**src/source/bp_defs.svh**
```systemverilog
`ifndef BP_DEFS_SVH
`define BP_DEFS_SVH

// global history length, also sets the global and chooser table index width.
`define BP_GHIST_BITS 8
`define BP_GLOBAL_ENTRIES (1 << `BP_GHIST_BITS)

// per-address history table, indexed by pc[7:2].
`define BP_LOCAL_IDX_BITS 6
`define BP_LOCAL_ENTRIES (1 << `BP_LOCAL_IDX_BITS)

// local history length, one pattern counter per history value.
`define BP_LHIST_BITS 6
`define BP_PATTERN_ENTRIES (1 << `BP_LHIST_BITS)

// direct-mapped target buffer, tag is the pc above the index.
`define BP_BTB_IDX_BITS 6
`define BP_BTB_ENTRIES (1 << `BP_BTB_IDX_BITS)
`define BP_BTB_TAG_BITS (30 - `BP_BTB_IDX_BITS)

// weakly not taken.
`define BP_CTR_INIT 2'b01

`endif

```
**src/source/bp_pkg.sv**
```systemverilog
package bp_pkg;

    typedef enum logic [1:0] {
        OP_OTHER  = 2'd0,
        OP_BRANCH = 2'd1, // beq, bne.
        OP_JUMP   = 2'd2  // j, jal.
    } op_kind_e;

    typedef logic [1:0] ctr_t;

    // direction bits issued with a prediction and returned at resolve.
    typedef struct packed {
        logic global_dir;
        logic local_dir;
    } dir_t;

    typedef struct packed {
        logic        valid;
        logic [31:0] instr;
        logic [31:0] pc;
    } fetch_t;

    typedef struct packed {
        logic        valid;
        logic [31:0] instr;
        logic [31:0] pc;
        logic        taken;
        logic [31:0] target;
        dir_t        dir;
    } resolve_t;

    typedef struct packed {
        logic        valid;
        logic [31:0] pc;
        logic        taken;
        logic [31:0] target;
        dir_t        dir;
    } update_t;

    typedef struct packed {
        logic        taken;
        logic [31:0] target;
        dir_t        dir;
    } prediction_t;

    // 2-bit saturating counter, msb set means taken.
    function automatic ctr_t ctr_step(input ctr_t ctr, input logic up);
        ctr_t nxt;
        nxt = ctr;
        if (up && (ctr != 2'b11)) begin
            nxt = ctr + 2'd1;
        end else if (!up && (ctr != 2'b00)) begin
            nxt = ctr - 2'd1;
        end
        return nxt;
    endfunction

endpackage

```
**src/source/global_predictor.sv**
```systemverilog
`timescale 1ns/1ps
`include "bp_defs.svh"

module global_predictor (
    input  logic             CLK,
    input  logic             RESET,
    input  logic [31:0]      pc,
    input  bp_pkg::update_t  update,
    output logic             taken
);
    import bp_pkg::*;

    logic [`BP_GHIST_BITS-1:0] ghist;
    ctr_t                      pht [0:`BP_GLOBAL_ENTRIES-1];
    logic [`BP_GHIST_BITS-1:0] rd_idx;
    logic [`BP_GHIST_BITS-1:0] wr_idx;

    // gshare hash of word address and global history.
    assign rd_idx = pc[`BP_GHIST_BITS+1:2] ^ ghist;
    assign wr_idx = update.pc[`BP_GHIST_BITS+1:2] ^ ghist;

    assign taken = pht[rd_idx][1];

    always_ff @(posedge CLK or negedge RESET) begin
        if (!RESET) begin
            ghist <= '0;
            for (int i = 0; i < `BP_GLOBAL_ENTRIES; i++) begin
                pht[i] <= `BP_CTR_INIT;
            end
        end else if (update.valid) begin
            // train with the history in place, then shift in the outcome.
            pht[wr_idx] <= ctr_step(pht[wr_idx], update.taken);
            ghist       <= {ghist[`BP_GHIST_BITS-2:0], update.taken};
        end
    end

endmodule

```
**config.mk**
```make
export PLATFORM = sky130hd
export DESIGN_NAME = global_predictor
export DESIGN_NICKNAME = d
export VERILOG_FILES = /design/src/source/bp_pkg.sv /design/src/source/global_predictor.sv
export VERILOG_INCLUDE_DIRS = /design/src /design/src/source
export SDC_FILE = /design/constraint.sdc
export NUM_CORES = 1
export LEC_CHECK = 0
export BUFFER_PORTS_ARGS = -buffer_cell sky130_fd_sc_hd__buf_2
export CORE_ASPECT_RATIO = 0.9
export CORE_MARGIN = 2
export CORE_UTILIZATION = 55
export CTS_BUF_LIST = sky130_fd_sc_hd__clkbuf_2
export DETAILED_ROUTE_END_ITERATION = 10
export PLACE_DENSITY = 0.72
export SETUP_SLACK_MARGIN = 0.3
export SLEW_MARGIN = 15
export SYNTH_ARGS = -nofsm -noshare
export SYNTH_HDL_FRONTEND = slang
export SYNTH_SLANG_ARGS = --single-unit
```
**constraint.sdc**
```tcl
create_clock -name CLK -period 11.4 [get_ports CLK]
set_clock_uncertainty 0.1 [all_clocks]
set_input_delay 1.71 -clock CLK [delete_from_list [all_inputs] [get_ports CLK]]
set_output_delay 1.71 -clock CLK [all_outputs]
set_load 0.05 [all_outputs]
```
==> flow_summary.toml <==
[detailed_routing]
wl_per_cell_um = 25.8
vias = 19500
dr.pass1.iters = 5
drc = 0
initialDrtViolationCount = 1905
ant_nets = 0
routed_via_density = 6.48
wl_um = 77700

[cells_and_area]
final_net_count = 2384
final_area_mm2 = 0.0289
drive_gt1_frac = 0.444
syn2layout_area_growth_pct = 7.24
fillerInstances = 3832

[synthesis]
synth_top_family_by_area = "multiplexers"
netlist.area_leader.share = 0.250
synth.area.mux_share = 0.297
synth.distinct_cells = 39
synth_compound_area_frac = 0.0606
synthAdderAreaFrac = 0.000930
yosysTopAreaCell = "dfstp_2"
synth_xor_area_frac = 0.00925
synth_edf_count = 0
synth_cells = 2220
synthMostInstantiatedCell = "nand2_1"
yosysWarnings = 0
ys_seq_area_frac = 0.495
synthFlopType = "dfrtp_1"
ys_ff_latch = 520
syn_area_mm2 = 0.0269
ys_top_cells_by_count = "nand2_1, mux2_2, dfrtp_1"
synth-simple-area-share = 0.104
avgSynthCellArea_um2 = 12.1
syn_nets = 2324
yosys-top-cells-area = "dfstp_2, dfrtp_1, mux4_2"
synth_async_sr_flop_share = 1.00

[setup_path]
cp.arrival_ns = 5.76
critical_path_class = "input pin to output port"
path_common_cell = "mux4_2"
max_stage_delay_ns = 0.77
cp-start-kind = "input pin"
cp_cell_sequence = "buf_2 > xnor2_4 > buf_4 > buf_4 > mux4_2 > mux4_2 > mux4_2 > nor2b_1 > a211oi_1 > a21oi_1 > buf_2"
critPathRequiredTime_ns = 9.59
crit_fanout = 42
crit_slowest_cell = "buf_4"
critPathCaptureType = "output port"

[power_and_ir_drop]
p_total_uw = 7390
peakVddDrop_mv = 0.485
p_leak_uw = 0.0119
power_density_mw_per_mm2 = 256

[clock_network]
cts_resized = 0
insertion_delay_ns = 1.17
h-tree-depth = 4
cts_buffer_depth = 3
cts_tree = "built"
post_cts_buffers = 0
clk_pin_slew_ns = 0.09
numCtsBuffers = 133
cts_sinks = 520
ctsHoldBuffers = 0
root_buffer = "clkbuf_2"

[timing]
setup_tns_ns = 0
rsz0062_at_grt = "no"
setup_viol = 0
max_freq_mhz = 132
fin_crit_ns = 7.57
worst_pin_slew_ns = 1.33
hold_viol_final = 0
period_share = 0.664
drv_slew = 0
relSlewSlack = 0.105

[floorplan]
start_util = 0.559
die_area_mm2 = 0.0507
rows = 76
core-area_mm2 = 0.0481
die_h_um = 214
pin_count = 103
die_w_um = 237

[place]
gp_congestion = 0.915
place_hpwl_um = 46800
placed_area_mm2 = 0.0276
port_buffers = 20

[flow_run]
maxCapViolCount = 0

[global_route]
globalRoute.totalOverflow = 0
grt_pass1_vias = 20100
grt_pass1_wl_um = 120000
globalRouteTotalUtil = 0.316
grt_start_max_net_pins = 172
antenna_found_initial = 2

[worst_hold_path]
hp-class = "register to register"

[status]
status = "finished clean"
==> state kept, by name (all words and copies together), names as in the netlist <==
register	count
pht	512
ghist	8
==> area by class of cell <==
type,count,area (µm²),area share
Antenna cell,2,5.00,0.000173
Clock buffer,221,1110,0.0383
Clock inverter,18,178,0.00616
Inverter,3,11.3,0.000390
Multi-Input combinational cell,1550,12900,0.447
Sequential cell,520,13300,0.462
Tap cell,624,781,0.0271
Timing Repair Buffer,72,538,0.0186
==> cell usage in the layout, fill, tap and decap left out, types with 4 or more instances in the layout <==
master	n
nand4_1	9
clkinv_1	9
a21oi_1	38
buf_2	19
clkbuf_2	221
xnor2_1	6
mux2_2	267
nor4_1	4
nor2_2	7
buf_4	49
nor2_1	86
a41oi_1	9
nor3_1	26
dfstp_2	256
bufinv_16	4
nand3_1	27
mux2i_1	33
dfrtp_1	264
nand2_1	551
xor2_1	7
mux4_2	207
o21ai_0	231
xor2_4	7
o22ai_1	5
==> critical path, delay by kind of cell <==
family          cells  cell delay, ns
xor+xnor            1            0.11
compound gates      2            0.36
simple gates        1            0.15
buf+inv             4            1.78
mux                 3            1.57
==> per-stage QoR <==
stage | hold slack (ns) | std cells | setup slack, ns | utilization
after floorplan | 0.356 | 2220 | 4.80 | -
after global placement | 0.362 | 2769 | 3.85 | 0.573
after detailed placement | 0.369 | 2769 | 3.71 | 0.573
after CTS | 0.381 | 3008 | 3.73 | 0.599
after global routing | 0.399 | 3009 | 3.53 | 0.600
final | 0.382 | 3010 | 3.83 | 0.600
==> power by group <==
group          switching [µW]  leakage (µW)  internal [µW]
clock network             784       0.00101            591
logic                    1980       0.00463            986
registers                 390       0.00628           2660
==> routing by layer <==
metal	GRT usage	wire (µm)
met4	0.144	3160
met2	0.482	35700
met1	0.432	30700
met5	0	12
met3	0.0832	8140
==> kinds of logic after synthesis <==
logic type               Yosys count
buffers and inverters            150
multiplexers                     507
XOR/XNOR                          25
adder cells (fa/ha/maj)            2
AO/OA/AOI/OAI                    301
flip-flops                       520
AND/OR/NAND/NOR                  715
==> final timing paths <==
path                           from  endpoint  slack [ns]  depth (start not counted)
min in group asynchronous     RESET  pht[271]        0.45                          1
max in group asynchronous     RESET  pht[181]        8.47                          3
setup reg to reg           ghist[0]  pht[288]        4.66                         15
setup / recovery              pc[2]     taken        3.83                         11
hold reg to reg            pht[306]  pht[306]        0.38                          2
hold / removal             pht[306]  pht[306]        0.38                          2
(Power assumes the default switching activity.)
