[src/source/bp_defs.svh]
`ifndef BP_DEFS_SVH
`define BP_DEFS_SVH

// global history length, also sets the global and chooser table index width.
`define BP_GHIST_BITS 8
`define BP_GLOBAL_ENTRIES (1 << `BP_GHIST_BITS)

// per-address history table, indexed by pc[7:2].
`define BP_LOCAL_IDX_BITS 6
`define BP_LOCAL_ENTRIES (1 << `BP_LOCAL_IDX_BITS)

// local history length, one pattern counter per history value.
`define BP_LHIST_BITS 6
`define BP_PATTERN_ENTRIES (1 << `BP_LHIST_BITS)

// direct-mapped target buffer, tag is the pc above the index.
`define BP_BTB_IDX_BITS 6
`define BP_BTB_ENTRIES (1 << `BP_BTB_IDX_BITS)
`define BP_BTB_TAG_BITS (30 - `BP_BTB_IDX_BITS)

// weakly not taken.
`define BP_CTR_INIT 2'b01

`endif

[src/source/bp_pkg.sv]
package bp_pkg;

    typedef enum logic [1:0] {
        OP_OTHER  = 2'd0,
        OP_BRANCH = 2'd1, // beq, bne.
        OP_JUMP   = 2'd2  // j, jal.
    } op_kind_e;

    typedef logic [1:0] ctr_t;

    // direction bits issued with a prediction and returned at resolve.
    typedef struct packed {
        logic global_dir;
        logic local_dir;
    } dir_t;

    typedef struct packed {
        logic        valid;
        logic [31:0] instr;
        logic [31:0] pc;
    } fetch_t;

    typedef struct packed {
        logic        valid;
        logic [31:0] instr;
        logic [31:0] pc;
        logic        taken;
        logic [31:0] target;
        dir_t        dir;
    } resolve_t;

    typedef struct packed {
        logic        valid;
        logic [31:0] pc;
        logic        taken;
        logic [31:0] target;
        dir_t        dir;
    } update_t;

    typedef struct packed {
        logic        taken;
        logic [31:0] target;
        dir_t        dir;
    } prediction_t;

    // 2-bit saturating counter, msb set means taken.
    function automatic ctr_t ctr_step(input ctr_t ctr, input logic up);
        ctr_t nxt;
        nxt = ctr;
        if (up && (ctr != 2'b11)) begin
            nxt = ctr + 2'd1;
        end else if (!up && (ctr != 2'b00)) begin
            nxt = ctr - 2'd1;
        end
        return nxt;
    endfunction

endpackage

[src/source/tournament_chooser.sv]
`timescale 1ns/1ps
`include "bp_defs.svh"

module tournament_chooser (
    input  logic             CLK,
    input  logic             RESET,
    input  logic [31:0]      pc,
    input  bp_pkg::update_t  update,
    input  logic             global_taken,
    input  logic             local_taken,
    output logic             taken
);
    import bp_pkg::*;

    ctr_t                      sel [0:`BP_GLOBAL_ENTRIES-1];
    logic [`BP_GHIST_BITS-1:0] rd_idx;
    logic [`BP_GHIST_BITS-1:0] wr_idx;
    logic                      disagree;
    logic                      global_won;

    assign rd_idx = pc[`BP_GHIST_BITS+1:2];
    assign wr_idx = update.pc[`BP_GHIST_BITS+1:2];

    // msb set selects the global guess.
    assign taken = sel[rd_idx][1] ? global_taken : local_taken;

    // when both agreed there is nothing to learn about who is better.
    assign disagree   = update.dir.global_dir ^ update.dir.local_dir;
    assign global_won = (update.dir.global_dir == update.taken);

    always_ff @(posedge CLK or negedge RESET) begin
        if (!RESET) begin
            for (int i = 0; i < `BP_GLOBAL_ENTRIES; i++) begin
                sel[i] <= `BP_CTR_INIT;
            end
        end else if (update.valid && disagree) begin
            sel[wr_idx] <= ctr_step(sel[wr_idx], global_won);
        end
    end

endmodule

[config.mk]
export PLATFORM = sky130hd
export DESIGN_NAME = tournament_chooser
export DESIGN_NICKNAME = d
export VERILOG_FILES = /design/src/source/bp_pkg.sv /design/src/source/tournament_chooser.sv
export VERILOG_INCLUDE_DIRS = /design/src /design/src/source
export SDC_FILE = /design/constraint.sdc
export NUM_CORES = 1
export LEC_CHECK = 0
export CORE_ASPECT_RATIO = 0.5
export CORE_MARGIN = 2
export CORE_UTILIZATION = 50
export CTS_CLUSTER_SIZE = 8
export DETAILED_ROUTE_END_ITERATION = 16
export DONT_BUFFER_PORTS = 1
export PLACE_DENSITY = 0.69
export RECOVER_POWER = 25
export SYNTH_ARGS = -nofsm -noshare
export SYNTH_HDL_FRONTEND = slang
export SYNTH_SLANG_ARGS = --single-unit
[constraint.sdc]
create_clock -name CLK -period 3.7 [get_ports CLK]
set_clock_uncertainty 0.2 [all_clocks]
set_input_delay 0 -clock CLK [delete_from_list [all_inputs] [get_ports CLK]]
set_output_delay 0 -clock CLK [all_outputs]
set_load 0.01 [all_outputs]
==> flow_summary.yaml <==
status:
  status: "finished, violations left"
  violations: "hold timing, slew limit, setup timing"
power_and_ir_drop:
  p_seq_share_pct: 42.6
  p_comb_share_pct: 13.4
  switching_share_pct: 24.9
  p_clk_share_pct: 43.9
  power_density_nw_per_um2: 459
  p_sw_mw: 3.55
  power_mw: 14.3
  p_int_mw: 10.7
  ir_drop_mv: 0.285
  leakage_nw: 12.8
min_path:
  hold_path.class: "in -> async"
synthesis:
  synth_top_cell_by_area: "dfstp_2"
  ys_warn_count: 0
  synth_async_sr_flop_share_pct: 100
  synth_edf_count: 0
  synth.area.top_cells: "dfstp_2 25%, dfrtp_1 23%, mux2_2 17%, mux4_2 16%, nor2_1 4.6%"
  synth_cell_types: 62
  synth_common_cells: "412 x mux2_2, 331 x nor2_1, 256 x dfrtp_1, 256 x dfstp_2, 188 x mux4_2"
  ys_seq_elements: 512
  synthFlopType: "dfstp_2"
  syn_nets: 2101
  yosys.cell_count.top_type: "mux2_2"
  syn_area_um2: 27300
  yosysTopAreaCellShare_pct: 24.6
  synth_area_per_cell_um2: 13.7
  synthCells: 1995
  synth-seq-area-share_pct: 48.1
setup_path:
  cp.required_ns: 4.04
  slowest_stage: "mux4_1"
  slowest_delay_ns: 0.52
  critPathCaptureType: "flop"
  criticalPathCategory: "reg -> reg"
  start_kind: "flop"
  critical_path.most_common_cell: "buf_12"
  r2r_setup_slack_ns: -0.07
  crit_chain: "mux4_1 -> mux2_2 -> o22ai_1 -> o41a_1 -> o211ai_1 -> nand2_2 -> ha_4 -> or3_4 -> o2111ai_4 -> buf_12 -> buf_12 -> clkbuf_16 -> mux2_4"
  worst_ep_arrival_time_ns: 4.11
  crit_fanout: 5
placement:
  gp_congestion: 0.891
  place_area_um2: 28100
  io_buffers: 0
  place_hpwl_um: 46300
clocking:
  clock_latency_ns: 0.60
  clk_path_buf_depth: 3
  h-tree-depth: 3
  cts_hold_buffers: 19
  cts_buffers: 73
  cts_sinks: 512
  cts_tree: "done"
  path_clk_slew_ns: 0.05
  cts-root-buf: "clkbuf_16"
detailed_routing:
  routed_wl_um: 79300
  routed_via_density: 6.49
  drt-pass1-iter-count: 5
  drcViolationCount: 0
  ant_nets: 0
  vias: 18065
  drt-initial-drc-count: 1808
  wl_per_cell_um: 28.5
floorplan:
  die-area_um2: 56600
  initial_core_util_pct: 50.7
  core_area_um2: 53800
  rows: 60
  io_pins: 105
  fp.dieH_um: 169
  die_w_um: 334
global_routing:
  met2_usage_pct: 41.3
  grt_use_met1_pct: 39.5
  grt_pass1_vias: 18514
  antenna_found_initial: 2
  grt-busiest-layer: "met2"
  grt_use_met3_pct: 7.85
  grt-ovfl-total: 0
  grt_max_degree: 513
  grt_pass1_wl_um: 118000
  grt_usage_pct: 28.0
sta:
  layout_min_cycle_time_ns: 3.77
  grt_setup_unrepaired: "true"
  tightest_slew_ns: 2.11
  max_freq_ghz: 0.265
  hold_viol_final: 433
  fin_ws_ns: -0.0737
  max-slew-margin-rel_pct: -41.0
  slew_violations: 225
  finalSetupViolCount: 163
  holdWs_ns: -1.06
  period_share_pct: 102
cells_and_area:
  finalInstanceArea_um2: 31100
  largest_reg_flops: 512
  areaGrowthSynthToFinish_pct: 13.8
  antenna_cells: 0
  top_regs: "sel (512)"
  drive_gt1_share_pct: 53.6
  final_nets: 2124
  largest-register: "sel"
run:
  cap_violations: 0
## placed cells by master (no fill, tap or decap), drive strengths merged, types with 6 or more instances in the layout
master	n
nand4	9
buf	88
mux4	194
dfstp	256
a211oi	12
clkbuf	137
nand2	48
nor2b	9
nand3	22
a22oi	20
and2	6
nand2b	6
dlygate4sd3	19
mux2	453
nor2	331
dfrtp	256
a21oi	77
mux2i	61
## worst max-delay path, delay by kind of cell (launching register included)
| family | cells | cell delay [ns] |
|---|---|---|
| mux | 3 | 1.00 |
| buf+inv | 3 | 0.47 |
| simple gates | 2 | 0.55 |
| flops | 1 | 0.39 |
| fa+ha+maj | 1 | 0.22 |
| compound gates | 4 | 0.88 |
## repair_timing
item | CTS | global route
hold endpoints to repair | 979 | 512
cloned | 1 | 11
endpoints found under the setup margin | 499 | 502
resized for setup | 8 | 81
pin swaps | 3 | 9
buffers inserted | 2 | 2
## metal layers
metal | vias up | part of all wire, %
met5 | - | 0.015
met4 | 2 | 3.6
met3 | 174 | 9.9
met2 | 830 | 44
met1 | 9623 | 43
li1 | 7436 | -
## power by group through the flow
stage | sequential [mW] | clock (mW) | combinational, mW
2_1_floorplan | 6.11 | 0 | 1.18
3_3_place_gp | 6.15 | 0 | 1.51
3_5_place_dp | 6.16 | 0 | 1.53
4_1_cts | 6.08 | 6.34 | 1.62
5_1_grt | 6.11 | 6.60 | 1.99
6_report | 6.09 | 6.27 | 1.91
## per-stage QoR
stage	utilization, %	hold slack (ns)	worst slack (ns)	TNS [ns]	std cells
global placement	52.2	-0.464	-0.0574	-17.19	2621
detailed placement	52.2	-0.465	-0.0816	-17.20	2621
CTS	56.6	-1.09	-0.00528	-0.00556	2772
floorplan	-	-0.496	0.185	0	1995
finish	57.7	-1.06	-0.0737	-4.92	2785
global route	57.7	-1.08	-0.108	-12.94	2785
## cell type report
| type | count | area, um2 |
|---|---|---|
| sequential | 512 | 13100 |
| fill | 4114 | 22700 |
| timing repair buffer | 117 | 1440 |
| multi-input combinational | 1309 | 13500 |
| clock inverter | 2 | 25.0 |
| clock buffer | 127 | 2090 |
| tap | 713 | 892 |
| inverter | 5 | 18.8 |
## logic make-up after synthesis
kind of cell / share of synthesized area (%)
XOR/XNOR: 0.124
AND/OR/NAND/NOR: 7.20
buffers and inverters: 3.77
flip-flops: 48.1
adder cells (fa/ha/maj): 0.0916
multiplexers: 37.6
AO/OA/AOI/OAI: 3.15
## path summary, 6_finish.rpt
path / cells past startpoint / to / startpoint
max in group asynchronous: 0 / sel[275] / RESET
max: 13 / sel[307] / sel[73]
max reg2reg: 13 / sel[307] / sel[73]
min: 0 / sel[481] / RESET
min in group CLK: 4 / sel[241] / update[44]
min reg2reg: 2 / sel[266] / sel[266]
Power figures use the tool's default switching activity.
