File: src/source/bp_defs.svh
`ifndef BP_DEFS_SVH
`define BP_DEFS_SVH

// global history length, also sets the global and chooser table index width.
`define BP_GHIST_BITS 8
`define BP_GLOBAL_ENTRIES (1 << `BP_GHIST_BITS)

// per-address history table, indexed by pc[7:2].
`define BP_LOCAL_IDX_BITS 6
`define BP_LOCAL_ENTRIES (1 << `BP_LOCAL_IDX_BITS)

// local history length, one pattern counter per history value.
`define BP_LHIST_BITS 6
`define BP_PATTERN_ENTRIES (1 << `BP_LHIST_BITS)

// direct-mapped target buffer, tag is the pc above the index.
`define BP_BTB_IDX_BITS 6
`define BP_BTB_ENTRIES (1 << `BP_BTB_IDX_BITS)
`define BP_BTB_TAG_BITS (30 - `BP_BTB_IDX_BITS)

// weakly not taken.
`define BP_CTR_INIT 2'b01

`endif

File: src/source/bp_pkg.sv
package bp_pkg;

    typedef enum logic [1:0] {
        OP_OTHER  = 2'd0,
        OP_BRANCH = 2'd1, // beq, bne.
        OP_JUMP   = 2'd2  // j, jal.
    } op_kind_e;

    typedef logic [1:0] ctr_t;

    // direction bits issued with a prediction and returned at resolve.
    typedef struct packed {
        logic global_dir;
        logic local_dir;
    } dir_t;

    typedef struct packed {
        logic        valid;
        logic [31:0] instr;
        logic [31:0] pc;
    } fetch_t;

    typedef struct packed {
        logic        valid;
        logic [31:0] instr;
        logic [31:0] pc;
        logic        taken;
        logic [31:0] target;
        dir_t        dir;
    } resolve_t;

    typedef struct packed {
        logic        valid;
        logic [31:0] pc;
        logic        taken;
        logic [31:0] target;
        dir_t        dir;
    } update_t;

    typedef struct packed {
        logic        taken;
        logic [31:0] target;
        dir_t        dir;
    } prediction_t;

    // 2-bit saturating counter, msb set means taken.
    function automatic ctr_t ctr_step(input ctr_t ctr, input logic up);
        ctr_t nxt;
        nxt = ctr;
        if (up && (ctr != 2'b11)) begin
            nxt = ctr + 2'd1;
        end else if (!up && (ctr != 2'b00)) begin
            nxt = ctr - 2'd1;
        end
        return nxt;
    endfunction

endpackage

File: src/source/branch_target_buffer.sv
`timescale 1ns/1ps
`include "bp_defs.svh"

module branch_target_buffer (
    input  logic             CLK,
    input  logic             RESET,
    input  logic [31:0]      pc,
    input  logic             is_branch,
    input  bp_pkg::update_t  update,
    output logic             hit,
    output logic [31:0]      target
);
    logic                        valid [0:`BP_BTB_ENTRIES-1];
    logic [`BP_BTB_TAG_BITS-1:0] tag   [0:`BP_BTB_ENTRIES-1];
    logic [31:0]                 dest  [0:`BP_BTB_ENTRIES-1];
    logic [`BP_BTB_IDX_BITS-1:0] rd_idx;
    logic [`BP_BTB_IDX_BITS-1:0] wr_idx;
    logic [`BP_BTB_TAG_BITS-1:0] rd_tag;

    assign rd_idx = pc[`BP_BTB_IDX_BITS+1:2];
    assign rd_tag = pc[31:`BP_BTB_IDX_BITS+2];
    assign wr_idx = update.pc[`BP_BTB_IDX_BITS+1:2];

    // a stale entry must not fire for a non-branch at the same pc.
    assign hit    = is_branch && valid[rd_idx] && (tag[rd_idx] == rd_tag);
    assign target = hit ? dest[rd_idx] : 32'd0;

    always_ff @(posedge CLK or negedge RESET) begin
        if (!RESET) begin
            for (int i = 0; i < `BP_BTB_ENTRIES; i++) begin
                valid[i] <= 1'b0;
            end
        end else if (update.valid && update.taken) begin
            valid[wr_idx] <= 1'b1;
        end
    end

    // only taken branches carry a useful target.
    always_ff @(posedge CLK) begin
        if (update.valid && update.taken) begin
            tag[wr_idx]  <= update.pc[31:`BP_BTB_IDX_BITS+2];
            dest[wr_idx] <= update.target;
        end
    end

endmodule

File: config.mk
export PLATFORM = sky130hd
export DESIGN_NAME = branch_target_buffer
export DESIGN_NICKNAME = d
export VERILOG_FILES = /design/src/source/bp_pkg.sv /design/src/source/branch_target_buffer.sv
export VERILOG_INCLUDE_DIRS = /design/src /design/src/source
export SDC_FILE = /design/constraint.sdc
export NUM_CORES = 2
export LEC_CHECK = 0
export ABC_AREA = 1
export BUFFER_PORTS_ARGS = -buffer_cell sky130_fd_sc_hd__buf_4
export CAP_MARGIN = 5
export CORE_ASPECT_RATIO = 1.1
export CORE_UTILIZATION = 25
export DETAILED_ROUTE_END_ITERATION = 10
export SLEW_MARGIN = 10
export SYNTH_ARGS = -nofsm -noshare
export SYNTH_HDL_FRONTEND = slang
export SYNTH_SLANG_ARGS = --single-unit
File: constraint.sdc
create_clock -name CLK -period 7.35 [get_ports CLK]
set_input_delay 1.47 -clock CLK [delete_from_list [all_inputs] [get_ports CLK]]
set_output_delay 1.47 -clock CLK [all_outputs]
set_load 0.01 [all_outputs]
==> results.rst <==
.. list-table::
   :header-rows: 1

   * - Metric
     - Value
   * - Most instantiated flip-flop cell in the synthesis netlist
     - sky130_fd_sc_hd__edfxtp_1
   * - Clock sink count
     - 3,648
   * - Clock share of power
     - 0.406
   * - Post-detailed-routing wire length
     - 452,000 um
   * - Count of hold buffers inserted by post-cts repair
     - 0
   * - Post-CTS setup buffer count
     - 0
   * - Nets in the synthesized netlist
     - 11,500
   * - Share of Yosys cell area claimed by the top area cell type
     - 0.742
   * - Time the worst path needs with I/O delays and setup
     - 6910 ps
   * - Number of ports placed on the die boundary
     - 136
   * - GRT Total Usage
     - 0.148
   * - Placed Instance Area
     - 156,000 um2
   * - Layout overhead on the synthesized area
     - 14.9%
   * - Clock network latency to the later pin of the worst-skew pair
     - 920 ps
   * - Cell Area, Synth
     - 145,000 um2
   * - Required @ worst endpoint
     - 5880 ps
   * - Largest cells by area after synthesis
     - sky130_fd_sc_hd__edfxtp_1, sky130_fd_sc_hd__nand2_1, sky130_fd_sc_hd__nand3_1, sky130_fd_sc_hd__o21ai_0, sky130_fd_sc_hd__nor2_1
   * - First-pass GRT wire length
     - 639,000 um
   * - Worst-path cell chain
     - buf_16, inv_8, buf_12, nand2_1, nand3_1, nand3_1, nand2_1, nand2_1, nand2_1, nand2_1, nand3_1, nand2_1, xnor2_1, nor2_1, nand3_4, buf_4, nor3_1, buf_4
   * - Largest stage delay, worst path
     - 480 ps
   * - Power spent charging and discharging nets
     - 0.00968 W
   * - Vias in the first global route
     - 87,600
   * - Sw Ratio
     - 0.225
   * - Path category of the worst min-delay check
     - flop to flop
   * - Initial antenna violation count
     - 42
   * - Proportion of synthesized flip-flops having asynchronous set or reset
     - 0.0175
   * - Number of optimization iterations in the first detailed-route pass
     - 6
   * - H-tree lvl count
     - 5
   * - Depth of the worst hold-timing path
     - 1
   * - Crit share post-route
     - 0.940
   * - Count of distinct cell types in the synthesized netlist
     - 33
   * - Leak Pwr
     - 54.9 nW
   * - Fill count
     - 58,200
   * - Slowest cell on crit path
     - sky130_fd_sc_hd__nand3_4
   * - Via/cell ratio
     - 4.93
   * - Worst slew slack as a fraction of its limit
     - 0.0901
   * - Final hold violation count
     - 0
   * - Total clock buffers created by CTS
     - 344
   * - Part of the Yosys area used for sequential elements
     - 0.753
   * - Yosys warns
     - 0
   * - ANT nets after route
     - 0
   * - Effective utilization at floorplan
     - 0.251
   * - Total die area
     - 584,000 um2
   * - Detailed placer's ending HPWL
     - 237,000 um
   * - Mean routed wirelength per cell
     - 23.4 um
   * - Post-route cell area
     - 167,000 um2
   * - Post-synth EDFFs
     - 3,584
   * - Number of max-slew violations in the final report
     - 0
   * - Share of power burned in registers
     - 0.535
   * - Worst vdd rail ir drop
     - 206 uV
   * - Result of the run
     - finished, final reports clean
   * - Maximum clock frequency
     - 145 MHz
   * - Count of max-cap constraint violations
     - 0
   * - Reg2reg path depth
     - 1
   * - Post-synthesis cell count
     - 11,400
   * - Global route overflow
     - 0
   * - Nets@finish
     - 11,500
   * - Maximum clock insertion buffer count
     - 4
   * - IO buf count
     - 129
   * - Most common cell in the synthesized netlist
     - sky130_fd_sc_hd__edfxtp_1
   * - Via count of the routed design
     - 95,100
   * - Share of layout cells above drive strength 1
     - 0.0913
   * - Post-route setup TNS
     - 0 ps
   * - Vertical die dimension
     - 801 um
   * - Core region area
     - 578,000 um2
   * - Combinational share of power
     - 0.058
   * - Crit start category
     - input port
   * - Setup-failing EPs final
     - 0
   * - Number of core rows
     - 293
   * - Clock root buffer
     - sky130_fd_sc_hd__clkbuf_16
   * - Cell seen most often among critical-path stages
     - sky130_fd_sc_hd__nand2_1
   * - Top cell type by total area after synthesis
     - sky130_fd_sc_hd__edfxtp_1
   * - P per Cell Area
     - 258 nW/um2
   * - Largest fanout on the critical path
     - 96
   * - Worst-Margin Slew
     - 1360 ps
   * - Critical path endpoint category
     - primary output
   * - Setup Crit Path Kind
     - input port to primary output
   * - Endpoint arrival time on the critical path
     - 5440 ps
   * - Drt initial violations
     - 11,900
   * - Post-cts repair resize count
     - 0
   * - Per-instance average area after synthesis
     - 12.8 um2
   * - Leading post-synthesis cells by instance count
     - sky130_fd_sc_hd__edfxtp_1, sky130_fd_sc_hd__nand2_1, sky130_fd_sc_hd__nand3_1
   * - Chip width
     - 728 um
   * - Gpl congestion
     - 0.795
   * - Setup repair after global routing missed its margin
     - false
   * - #FFs+latches synth
     - 3,648
   * - Clock transition at the registers of the reported paths
     - 60 ps
   * - Clock skew
     - 0 ps
   * - Clock tree from TritonCTS
     - done
   * - Internal portion of total power
     - 0.0333 W
   * - DRC violations left
     - 0
   * - Maximum number of pins on one net before global-route repair
     - 195
==> kinds of logic (layout without fill, tap and decap cells) <==
kind of cell           count (synthesis)  in the layout  share of synthesized area
AO/OA/AOI/OAI                       1382           1382                     0.0589
other                                  0             28                          0
buffers and inverters                829           1086                     0.0264
AND/OR/NAND/NOR                     5502           5502                      0.162
flip-flops                          3648           3648                      0.753
XOR/XNOR                               1              1                  0.0000604
==> placed cells by master (no fill, tap or decap), types with 11 or more instances in the layout <==
cell type	netlist	final
sky130_fd_sc_hd__clkinv_1	1	73
sky130_fd_sc_hd__buf_12	0	82
sky130_fd_sc_hd__nor2_1	597	533
sky130_fd_sc_hd__a32o_1	24	24
sky130_fd_sc_hd__o221ai_1	244	244
sky130_fd_sc_hd__dfrtp_1	64	64
sky130_fd_sc_hd__buf_4	48	359
sky130_fd_sc_hd__clkinv_2	0	47
sky130_fd_sc_hd__diode_2	0	28
sky130_fd_sc_hd__inv_1	26	24
sky130_fd_sc_hd__o21ai_0	578	578
sky130_fd_sc_hd__nor2_4	0	64
sky130_fd_sc_hd__clkbuf_1	268	87
sky130_fd_sc_hd__nand2_1	2817	2816
sky130_fd_sc_hd__clkbuf_16	0	353
sky130_fd_sc_hd__nand3_1	1979	1979
sky130_fd_sc_hd__o31ai_1	86	86
sky130_fd_sc_hd__o22ai_1	11	11
sky130_fd_sc_hd__a221o_1	12	12
sky130_fd_sc_hd__nor3_2	27	27
sky130_fd_sc_hd__o311a_1	21	21
sky130_fd_sc_hd__o211ai_1	26	26
sky130_fd_sc_hd__inv_6	0	11
sky130_fd_sc_hd__nand3b_1	11	11
sky130_fd_sc_hd__a31oi_1	86	86
sky130_fd_sc_hd__or2_2	63	63
sky130_fd_sc_hd__edfxtp_1	3584	3584
sky130_fd_sc_hd__a21oi_1	284	284
sky130_fd_sc_hd__bufinv_16	0	23
==> cell type report <==
type                    instances  area [um2]  share of cell area
repair buffers                446        4420              0.0265
inverters                      30         153            0.000916
clock inverters               166        1450             0.00871
multi-input cells            6885       32600               0.195
well taps                    7670        9600              0.0576
flip-flops and latches       3648      109000               0.655
diodes                         28        70.1            0.000420
clock buffers                 444        9220              0.0553
==> final timing paths <==
check                                      start               endpoint  slack (ps)
min in group asynchronous                  RESET  valid[20]$_DFFE_PN0P_         640
max in group asynchronous                  RESET  valid[40]$_DFFE_PN0P_        6010
hold / removal              valid[2]$_DFFE_PN0P_   valid[2]$_DFFE_PN0P_         470
setup reg to reg           valid[26]$_DFFE_PN0P_  valid[26]$_DFFE_PN0P_        6550
setup / recovery                           pc[2]              target[0]         440
hold reg to reg             valid[2]$_DFFE_PN0P_   valid[2]$_DFFE_PN0P_         470
==> registers in the layout, summed over array words and instances, names as in the netlist <==
signal / flops
dest: 2048
tag: 1536
valid: 64
==> routing by layer <==
layer / wire length [um] / GRT usage / part of all wire / up-vias
li1: - / - / - / 41600
met1: 190000 / 0.210 / 0.42 / 48000
met2: 200000 / 0.225 / 0.44 / 4679
met3: 46300 / 0.0307 / 0.10 / 849
met4: 15400 / 0.0489 / 0.034 / 16
met5: 102 / 0 / 0.00023 / -
==> power by group through the flow <==
| stage | combinational [W] | sequential, W | clock (W) |
|---|---|---|---|
| 3_3_place_gp | 0.00246 | 0.0234 | 0 |
| 2_1_floorplan | 0.00139 | 0.0234 | 0 |
| 3_5_place_dp | 0.00248 | 0.0234 | 0 |
| 6_report | 0.00251 | 0.0230 | 0.0175 |
| 4_1_cts | 0.00249 | 0.0230 | 0.0176 |
| 5_1_grt | 0.00272 | 0.0230 | 0.0184 |
==> per-stage QoR <==
stage | utilization | hold WS, ps | power, W | std cells | setup WS (ps)
3_5_place_dp | 0.270 | 451 | 0.0259 | 18700 | 633
5_1_grt | 0.288 | 472 | 0.0441 | 19300 | 409
3_3_place_gp | 0.270 | 451 | 0.0259 | 18700 | 663
6_report | 0.288 | 466 | 0.0430 | 19300 | 439
2_1_floorplan | - | 424 | 0.0248 | 11400 | 2500
4_1_cts | 0.288 | 466 | 0.0431 | 19300 | 617
==> critical path: cells and delay by family <==
kind,cells,cell delay (ps)
and+or+nand+nor,12,1890
buffers and inverters,5,1490
xor gates and xnor gates,1,270
Power figures use the tool's default switching activity.
