--- config.mk ---
export PLATFORM = sky130hd
export DESIGN_NAME = local_predictor
export DESIGN_NICKNAME = d
export VERILOG_FILES = /design/src/source/bp_pkg.sv /design/src/source/local_predictor.sv
export VERILOG_INCLUDE_DIRS = /design/src /design/src/source
export SDC_FILE = /design/constraint.sdc
export NUM_CORES = 1
export LEC_CHECK = 0
export ABC_AREA = 0
export BUFFER_PORTS_ARGS = -buffer_cell sky130_fd_sc_hd__buf_2
export CAP_MARGIN = 20
export CELL_PAD_IN_SITES_DETAIL_PLACEMENT = 0
export CELL_PAD_IN_SITES_GLOBAL_PLACEMENT = 1
export CORE_AREA = 2 2 196 294
export DETAILED_ROUTE_END_ITERATION = 7
export DIE_AREA = 0 0 198 296
export GPL_TIMING_DRIVEN = 1
export PLACE_DENSITY_LB_ADDON = 0.1
export SETUP_SLACK_MARGIN = 0.4
export SLEW_MARGIN = 20
export SYNTH_ARGS = -nofsm -noshare
export SYNTH_HDL_FRONTEND = slang
export SYNTH_SLANG_ARGS = --single-unit
--- constraint.sdc ---
create_clock -name CLK -period 5.59 [get_ports CLK]
set_clock_uncertainty 0.1 [all_clocks]
set_input_delay 0.559 -clock CLK [delete_from_list [all_inputs] [get_ports CLK]]
set_output_delay 0.559 -clock CLK [all_outputs]
set_load 0.1 [all_outputs]
--- src/source/bp_defs.svh ---
`ifndef BP_DEFS_SVH
`define BP_DEFS_SVH

// global history length, also sets the global and chooser table index width.
`define BP_GHIST_BITS 8
`define BP_GLOBAL_ENTRIES (1 << `BP_GHIST_BITS)

// per-address history table, indexed by pc[7:2].
`define BP_LOCAL_IDX_BITS 6
`define BP_LOCAL_ENTRIES (1 << `BP_LOCAL_IDX_BITS)

// local history length, one pattern counter per history value.
`define BP_LHIST_BITS 6
`define BP_PATTERN_ENTRIES (1 << `BP_LHIST_BITS)

// direct-mapped target buffer, tag is the pc above the index.
`define BP_BTB_IDX_BITS 6
`define BP_BTB_ENTRIES (1 << `BP_BTB_IDX_BITS)
`define BP_BTB_TAG_BITS (30 - `BP_BTB_IDX_BITS)

// weakly not taken.
`define BP_CTR_INIT 2'b01

`endif

--- src/source/bp_pkg.sv ---
package bp_pkg;

    typedef enum logic [1:0] {
        OP_OTHER  = 2'd0,
        OP_BRANCH = 2'd1, // beq, bne.
        OP_JUMP   = 2'd2  // j, jal.
    } op_kind_e;

    typedef logic [1:0] ctr_t;

    // direction bits issued with a prediction and returned at resolve.
    typedef struct packed {
        logic global_dir;
        logic local_dir;
    } dir_t;

    typedef struct packed {
        logic        valid;
        logic [31:0] instr;
        logic [31:0] pc;
    } fetch_t;

    typedef struct packed {
        logic        valid;
        logic [31:0] instr;
        logic [31:0] pc;
        logic        taken;
        logic [31:0] target;
        dir_t        dir;
    } resolve_t;

    typedef struct packed {
        logic        valid;
        logic [31:0] pc;
        logic        taken;
        logic [31:0] target;
        dir_t        dir;
    } update_t;

    typedef struct packed {
        logic        taken;
        logic [31:0] target;
        dir_t        dir;
    } prediction_t;

    // 2-bit saturating counter, msb set means taken.
    function automatic ctr_t ctr_step(input ctr_t ctr, input logic up);
        ctr_t nxt;
        nxt = ctr;
        if (up && (ctr != 2'b11)) begin
            nxt = ctr + 2'd1;
        end else if (!up && (ctr != 2'b00)) begin
            nxt = ctr - 2'd1;
        end
        return nxt;
    endfunction

endpackage

--- src/source/local_predictor.sv ---
`timescale 1ns/1ps
`include "bp_defs.svh"

module local_predictor (
    input  logic             CLK,
    input  logic             RESET,
    input  logic [31:0]      pc,
    input  bp_pkg::update_t  update,
    output logic             taken
);
    import bp_pkg::*;

    logic [`BP_LHIST_BITS-1:0]     lhist [0:`BP_LOCAL_ENTRIES-1];
    ctr_t                          pht   [0:`BP_PATTERN_ENTRIES-1];
    logic [`BP_LOCAL_IDX_BITS-1:0] rd_idx;
    logic [`BP_LOCAL_IDX_BITS-1:0] wr_idx;
    logic [`BP_LHIST_BITS-1:0]     rd_hist;
    logic [`BP_LHIST_BITS-1:0]     wr_hist;

    assign rd_idx  = pc[`BP_LOCAL_IDX_BITS+1:2];
    assign wr_idx  = update.pc[`BP_LOCAL_IDX_BITS+1:2];

    // first level, the branch's own recent outcomes.
    assign rd_hist = lhist[rd_idx];
    assign wr_hist = lhist[wr_idx];

    // second level, the pattern counter for that history.
    assign taken = pht[rd_hist][1];

    always_ff @(posedge CLK or negedge RESET) begin
        if (!RESET) begin
            for (int i = 0; i < `BP_LOCAL_ENTRIES; i++) begin
                lhist[i] <= '0;
            end
            for (int j = 0; j < `BP_PATTERN_ENTRIES; j++) begin
                pht[j] <= `BP_CTR_INIT;
            end
        end else if (update.valid) begin
            pht[wr_hist]  <= ctr_step(pht[wr_hist], update.taken);
            lhist[wr_idx] <= {wr_hist[`BP_LHIST_BITS-2:0], update.taken};
        end
    end

endmodule

==> results.md, run 1 <==
| Stage | Quantity | This run |
|:---|:---|:---|
| critical path | Crit path buffers/inverters | 1 |
| yosys | Synthesis Warnings | 0 |
| global routing | Overall routing resource usage | 34.8% |
| placement | Hpwl dp | 71000 microns |
| clock tree | H-tree levels | 2 |
| clock tree | Clock Latency Late Sink | 620 ps |
| pwr | Leak pwr | 14.1 nW |
| floorplanning | Die footprint | 58600 sq um |
| detailed routing | Total length of routed wires | 98600 microns |
| timing | Post-route worst setup slack | 474 ps |
| detailed routing | Post-detailed-route count of antenna-violating nets | 0 |
| detailed routing | Total via count in the routed design | 21900 |
| yosys | Async set-or-reset flop fraction in the synthesized netlist | 100% |
| finish | Storage element area | 12900 sq um |
| critical path | Reg2Reg Setup Slack | 670 ps |
| yosys | Commonest cells post-synth | 721 x sky130_fd_sc_hd__nand2_1, 448 x sky130_fd_sc_hd__dfrtp_1, 211 x sky130_fd_sc_hd__o21ai_0, 205 x sky130_fd_sc_hd__mux2_2, 173 x sky130_fd_sc_hd__mux4_2 |
| finish | Area growth from synthesis to layout | 15.9% |
| floorplanning | Core area | 56400 sq um |
| clock tree | Number of CTS-inserted buffers | 51 |
| yosys | Largest area contributor in the netlist | sky130_fd_sc_hd__dfrtp_1 |
| critical path | Family of cells with the greatest summed delay on the critical path | multiplexers |
| yosys | Post-Syn Instances | 2574 |
| timing | Fmax achieved | 195 MHz |
| floorplanning | Cell Rows | 107 |
| clock tree | Buffer cell driving the clock tree root | sky130_fd_sc_hd__clkbuf_16 |
| critical path | Cells traversed along the worst timing path | mux4_2 > mux4_2 > mux4_2 > nor2b_1 > a211oi_1 > a211oi_1 > a21oi_1 > a21oi_1 > a211oi_2 > a21oi_4 > buf_12 |
| floorplanning | Die Span Y | 296 microns |
| detailed routing | Top routing layer used | met5 |
| critical path | Category of the worst setup path launch point | register |
| global routing | Number of antenna violations at the first check in global routing | 6 |
| detailed routing | Routed wl met3 | 6330 microns |
| detailed routing | Ratio of routed vias to standard cells | 6.22 |
| timing | Count of final max-slew check failures | 0 |
| placement | Final weighted congestion of routability-driven global placement | 0.967 |
| yosys | Syn nets | 2678 |
| critical path | Worst EP arrival | 4460 ps |
| timing | Slew HR | 30.6% |
| yosys | Share of the yosys chip area belonging to registers | 46.6% |
| timing | Setup repair after global routing missed its margin | no |
| clock tree | Clock slew seen by the registers of the worst setup and hold paths | 60 ps |
| detailed routing | DR pass1 iterations | 5 |
| clock tree | Largest buffer count on any clock path | 3 |
| finish | Multi-input combinational cell area | 14000 sq um |
| placement | DP Area | 30100 sq um |
| detailed routing | Metal1 wirelength | 35100 microns |
| floorplanning | Die width | 198 microns |
| worst hold path | Worst hold path class | register to register |
| global routing | Largest net degree at the start of global routing | 154 |
| yosys | Most area-consuming cells after synthesis | sky130_fd_sc_hd__dfrtp_1 41%, sky130_fd_sc_hd__mux4_2 14%, sky130_fd_sc_hd__nand2_1 9.8% |
| detailed routing | Iteration-0 DRC count of the detailed router | 1783 |
| yosys | #FFs+latches synth | 512 |
| placement | Port Buffers | 16 |
| timing | Final setup violation count | 0 |
| critical path | Critical Path Fanout Max | 10 |
| critical path | Worst path max stage delay | 740 ps |
| detailed routing | Drt wl/cell | 28.0 microns |
| detailed routing | Drc violations | 0 |
| critical path | Most frequent CP cell | sky130_fd_sc_hd__mux4_2 |
| critical path | Kind of end point of the critical path | output port |
| global routing | Global-route wire length before repair | 148000 microns |
| floorplanning | Initial standard-cell utilization of the core | 49.1% |
| detailed routing | Met2 layer wire length in the routed design | 49300 microns |
| finish | Layout net count | 2821 |
| finish | Fill cell count | 4950 |
| timing | Final hold violation count | 0 |
| pwr | Pwr Density | 372 nW/um^2 |
| status | Status | complete, no violations |
| critical path | Cell with the largest stage delay on the worst path | sky130_fd_sc_hd__mux4_2 |
| yosys | Netlist Area Pre-Place | 27700 sq um |
| yosys | Number of different library cells in the post-synthesis netlist | 73 |
| yosys | Most common cell in the synthesized netlist | sky130_fd_sc_hd__nand2_1 |
| yosys | Synthesized area per cell | 10.7 sq um |
| global routing | Total global routing overflow | 0 |
| run | Max-cap violations | 0 |
| yosys | Number of enable-type register cells in the synthesized netlist | 0 |
| timing | Transition time at the pin with the least slew margin | 1040 ps |
| critical path | Worst endpoint required time | 4930 ps |
| timing | TNS Setup | 0 ps |
| floorplanning | Number of ports placed on the die boundary | 103 |
| timing | Final worst path period share | 91.5% |
| timing | Tmin final | 5120 ps |
| placement | Worst slack at placement | -466 ps |
| global routing | Vias in the first global route | 22700 |
| yosys | Top FF cell, synth | sky130_fd_sc_hd__dfrtp_1 |
| critical path | Path type of the worst setup path | register to output port |
| finish | Finished layout cell area | 32100 sq um |
| finish | Fraction of final layout cells sized beyond drive strength 1 | 30.0% |
| yosys | Area share of the largest cell type after synthesis | 40.5% |
| pwr | Maximum vdd drop | 0.000279 V |
| clock tree | CTS tree | done |
| clock tree | Number of sinks handled by clock tree synthesis | 512 |
[flip-flops by register name (all words and copies together), names as in the netlist]
name	cells
pht	128
lhist	384
[kinds of logic after synthesis]
family | Yosys count | share of synthesized area [%]
simple gates | 927 | 13.8
flops | 512 | 46.6
compound gates | 479 | 10.6
mux | 457 | 25.3
buf+inv | 196 | 3.56
fa+ha+maj | 2 | 0.0904
xor+xnor | 1 | 0.0588
[per-stage QoR]
step                      hold slack [ps]  util [%]  instances  power (mW)
after floorplan                       163         -       2574        6.91
after detailed placement              356      53.4       3420        8.28
final                                 363      56.9       3523        11.9
after global placement                349      53.4       3419        8.18
after global routing                  370      56.9       3521        12.4
after CTS                             366      56.7       3519        12.0
[worst reg2reg max path: cells and delay by family (launching register included)]
family,cells,cell delay (ps)
compound gates,8,1940
mux,2,830
buf+inv,5,800
simple gates,3,450
flops,1,390
fa+ha+maj,1,290
[cells in the final DEF (no fill, tap or decap), drive strengths merged, types with 7 or more instances in the layout]
master	netlist	layout
nand2	721	721
inv	15	15
nor2	75	75
a21oi	33	33
buf	87	267
o221ai	14	14
o211ai	8	8
nor3	24	24
nand3	20	20
nand3b	9	9
dfrtp	448	448
mux2i	78	78
a31oi	10	10
a22oi	14	14
a32oi	7	7
a211oi	29	29
and3	18	18
mux4	173	175
a221oi	8	8
clkbuf	94	82
nor2b	17	17
dfstp	64	64
mux2	206	206
o21ai	269	269
o22ai	28	28
clkinv	0	8
[where the power goes]
group	switching, mW	internal (mW)	total, mW
Combinational	1.81	1.50	3.31
Clock	1.52	2.12	3.64
Sequential	0.509	4.47	4.98
Total	3.84	8.09	11.9
[final timing paths]
check                                 from         end  cells after the start
worst max register to register  lhist[205]     pht[55]                     19
min in group asynchronous            RESET  lhist[350]                      2
max in group asynchronous            RESET   lhist[77]                      3
worst min-delay path              pht[104]    pht[104]                      2
worst min register to register    pht[104]    pht[104]                      2
worst max-delay path             lhist[72]       taken                     11
[final cells by class]
cell class / instances / share of cell area (%)
diodes: 2 / 0.0156
clock buffers: 81 / 4.93
clock inverters: 13 / 0.523
inverters: 15 / 0.183
multi-input cells: 1868 / 43.5
flip-flops and latches: 512 / 40.2
well taps: 763 / 2.98
repair buffers: 269 / 7.62
[metal layers]
| metal | vias to the layer above | track usage (%) |
|---|---|---|
| li1 | 9622 | - |
| met4 | 8 | 24.2 |
| met2 | 931 | 59.4 |
| met5 | - | 0 |
| met1 | 11000 | 40.0 |
| met3 | 337 | 5.45 |
[what timing repair did]
action / CTS / global route
hold endpoints to repair: 69 / 0
resized for setup: 5 / 15
buffers inserted: 2 / 1
hold buffers: 1 / 0
setup endpoints to repair: 129 / 129
pin swaps: 0 / 1
gates cloned: 2 / 0
Power figures use the tool's default switching activity.
==> run 2: changes to the inputs <==
Settings changed: CORE_AREA 2 2 196 294 to 2 2 204 306, DIE_AREA 0 0 198 296 to 0 0 206 308.
Clock period 5.59 ns to 4.6 ns, I/O delays scaled along.
==> run 2 against run 1 <==
The run now ends with negative setup slack left. Total power is 41% higher. Count of clock-buffer cells in the layout is 15 lower. Combinational power is 74% higher. Register-to-register slack worse by 980 ps. Clock power is 34% higher. Core utilization is 0.072 points higher. Design area is 8.1% higher. First-iteration DRC count is 3.5% higher. Sequential cell count stayed put. Non-clock buffer count is 190 higher. Sequential power is 24% higher. Largest cell class unchanged.
==> results.md, run 2 (synthesis results as in run 1) <==
| Stage | Quantity | This run |
|:---|:---|:---|
| floorplanning | Die footprint | 63400 sq um |
| critical path | Worst endpoint required time | 4040 ps |
| finish | Fraction of final layout cells sized beyond drive strength 1 | 38.2% |
| timing | Setup repair after global routing missed its margin | yes |
| timing | Fmax achieved | 203 MHz |
| finish | Area growth from synthesis to layout | 25.2% |
| finish | Largest registers in the final layout | lhist: 384 flops, pht: 128 flops |
| timing | Final worst path period share | 107% |
| critical path | Capture point of the worst reg-to-reg path | pht[41] |
| placement | Final weighted congestion of routability-driven global placement | 0.989 |
| run | Max-cap violations | 0 |
| pwr | Total power after layout | 16.8 mW |
| finish | Max FFs per register | 384 |
| critical path | Reg2Reg Setup Slack | -310 ps |
| floorplanning | Die width | 206 microns |
| global routing | Global-route track usage on met1 | 39.0% |
| clock tree | CTS tree | done |
| global routing | Total global routing overflow | 0 |
| detailed routing | Total via count in the routed design | 23000 |
| clock tree | Buffer cell driving the clock tree root | sky130_fd_sc_hd__clkbuf_16 |
| clock tree | Number of CTS-inserted buffers | 53 |
| global routing | Number of antenna violations at the first check in global routing | 4 |
| placement | Port Buffers | 16 |
| placement | Worst slack at placement | -957 ps |
| placement | DP Area | 31400 sq um |
| detailed routing | Post-detailed-route count of antenna-violating nets | 0 |
| global routing | Met2 track demand over resource in global routing | 57.4% |
| pwr | Leak pwr | 15.4 nW |
| global routing | Largest net degree at the start of global routing | 123 |
| critical path | Critical Path Fanout Max | 26 |
| finish | Register with the highest flop count | lhist |
| pwr | Maximum vdd drop | 0.000471 V |
| critical path | Kind of end point of the critical path | output port |
| timing | Final setup violation count | 129 |
| critical path | CP Launch Point | lhist[138] |
| pwr | Pwr Density | 484 nW/um^2 |
| global routing | Global routing met3 resource utilization | 5.26% |
| clock tree | Clock slew seen by the registers of the worst setup and hold paths | 60 ps |
| worst hold path | Worst hold path class | input pin to async pin |
| placement | Hpwl dp | 77300 microns |
| timing | Tmin final | 4930 ps |
| detailed routing | Iteration-0 DRC count of the detailed router | 1845 |
| critical path | Worst EP arrival | 4370 ps |
| detailed routing | Ratio of routed vias to standard cells | 6.14 |
| floorplanning | Die Span Y | 308 microns |
| finish | Layout net count | 3011 |
| detailed routing | Drt wl/cell | 29.2 microns |
| timing | Count of final max-slew check failures | 0 |
| finish | Commonest cells after routing, fill and taps aside | 719 x sky130_fd_sc_hd__nand2_1, 448 x sky130_fd_sc_hd__dfrtp_1, 374 x sky130_fd_sc_hd__buf_4, 203 x sky130_fd_sc_hd__o21ai_0, 200 x sky130_fd_sc_hd__mux2_2 |
| floorplanning | Initial standard-cell utilization of the core | 45.5% |
| critical path | Category of the worst setup path launch point | register |
| timing | Final hold violation count | 0 |
| timing | Post-route worst setup slack | -330 ps |
| critical path | R2R depth | 22 |
| detailed routing | DR pass1 iterations | 5 |
| finish | Finished layout cell area | 34600 sq um |
| clock tree | H-tree levels | 2 |
| finish | Leading cell type in the layout, fill and taps excluded | sky130_fd_sc_hd__nand2_1 |
| detailed routing | Total length of routed wires | 109000 microns |
| critical path | Path type of the worst setup path | register to output port |
| global routing | Vias in the first global route | 23200 |
| timing | Transition time at the pin with the least slew margin | 1080 ps |
| global routing | GR peak layer | met2 |
| clock tree | Number of sinks handled by clock tree synthesis | 512 |
| floorplanning | Cell Rows | 111 |
| clock tree | Largest buffer count on any clock path | 3 |
| clock tree | Clock Latency Late Sink | 640 ps |
| status | Violations in the final reports | negative setup slack |
| global routing | Overall routing resource usage | 33.6% |
| floorplanning | Number of ports placed on the die boundary | 103 |
| critical path | FF-to-FF Start | lhist[121] |
| status | Status | finished, violations left |
| critical path | Worst setup path endpoint | taken |
| timing | TNS Setup | -28390 ps |
| floorplanning | Core area | 60800 sq um |
| global routing | Global-route wire length before repair | 154000 microns |
| timing | Slew HR | 27.8% |
| detailed routing | Drc violations | 0 |
| timing | Final worst hold slack | 260 ps |
==> run 2: area by class of cell <==
type / count / area, sq um
fillers: 5266 / 26200
multi-input cells: 1866 / 14500
flip-flops and latches: 512 / 12900
repair buffers: 459 / 4300
clock buffers: 66 / 1470
well taps: 791 / 990
clock inverters: 33 / 460
inverters: 15 / 56.3
diodes: 1 / 2.50
==> run 2: worst min path at each step <==
stage / from / endpoint / depth (start not counted)
floorplan: RESET / lhist[0] / 0
detailed placement: RESET / pht[43] / 1
finish: RESET / pht[43] / 2
CTS: RESET / pht[79] / 2
global placement: RESET / pht[43] / 1
global route: RESET / pht[39] / 2
==> run 2: repair_timing <==
action,4_1_cts,5_1_grt
gates resized for setup,32,126
buffers inserted,5,21
hold buffers,1,0
pin swaps,8,82
endpoints found under the setup margin,129,129
cloned,0,18
endpoints found under the hold margin,44,0
==> run 2: metrics by stage <==
step           utilization, %  instances
2_1_floorplan               -       2574
3_3_place_gp             51.6       3598
3_5_place_dp             51.6       3598
4_1_cts                  55.1       3703
5_1_grt                  56.9       3742
6_report                 56.9       3743
==> run 2: critical path: stages (launching register included) <==
cell                       delay (ps)
sky130_fd_sc_hd__dfrtp_1          380
sky130_fd_sc_hd__buf_4            130
sky130_fd_sc_hd__mux4_2           540
sky130_fd_sc_hd__mux4_2           560
sky130_fd_sc_hd__mux4_2           540
sky130_fd_sc_hd__buf_12           210
sky130_fd_sc_hd__mux2i_1          160
sky130_fd_sc_hd__a211oi_2         400
sky130_fd_sc_hd__a21oi_1          100
sky130_fd_sc_hd__a21oi_2          200
sky130_fd_sc_hd__a211oi_2         110
sky130_fd_sc_hd__a21oi_4          180
sky130_fd_sc_hd__buf_12           200
==> run 2: report_power, final <==
| group | switching [mW] | internal (mW) | total, mW |
|---|---|---|---|
| sequential | 0.734 | 5.43 | 6.17 |
| combinational | 3.04 | 2.71 | 5.75 |
| clock | 2.02 | 2.85 | 4.86 |
==> run 2: layer usage <==
layer / up-vias / wire length, microns
met3: 381 / 6250
met4: 10 / 9990
met5: - / 73
met2: 947 / 54600
met1: 11700 / 38400
li1: 9996 / -
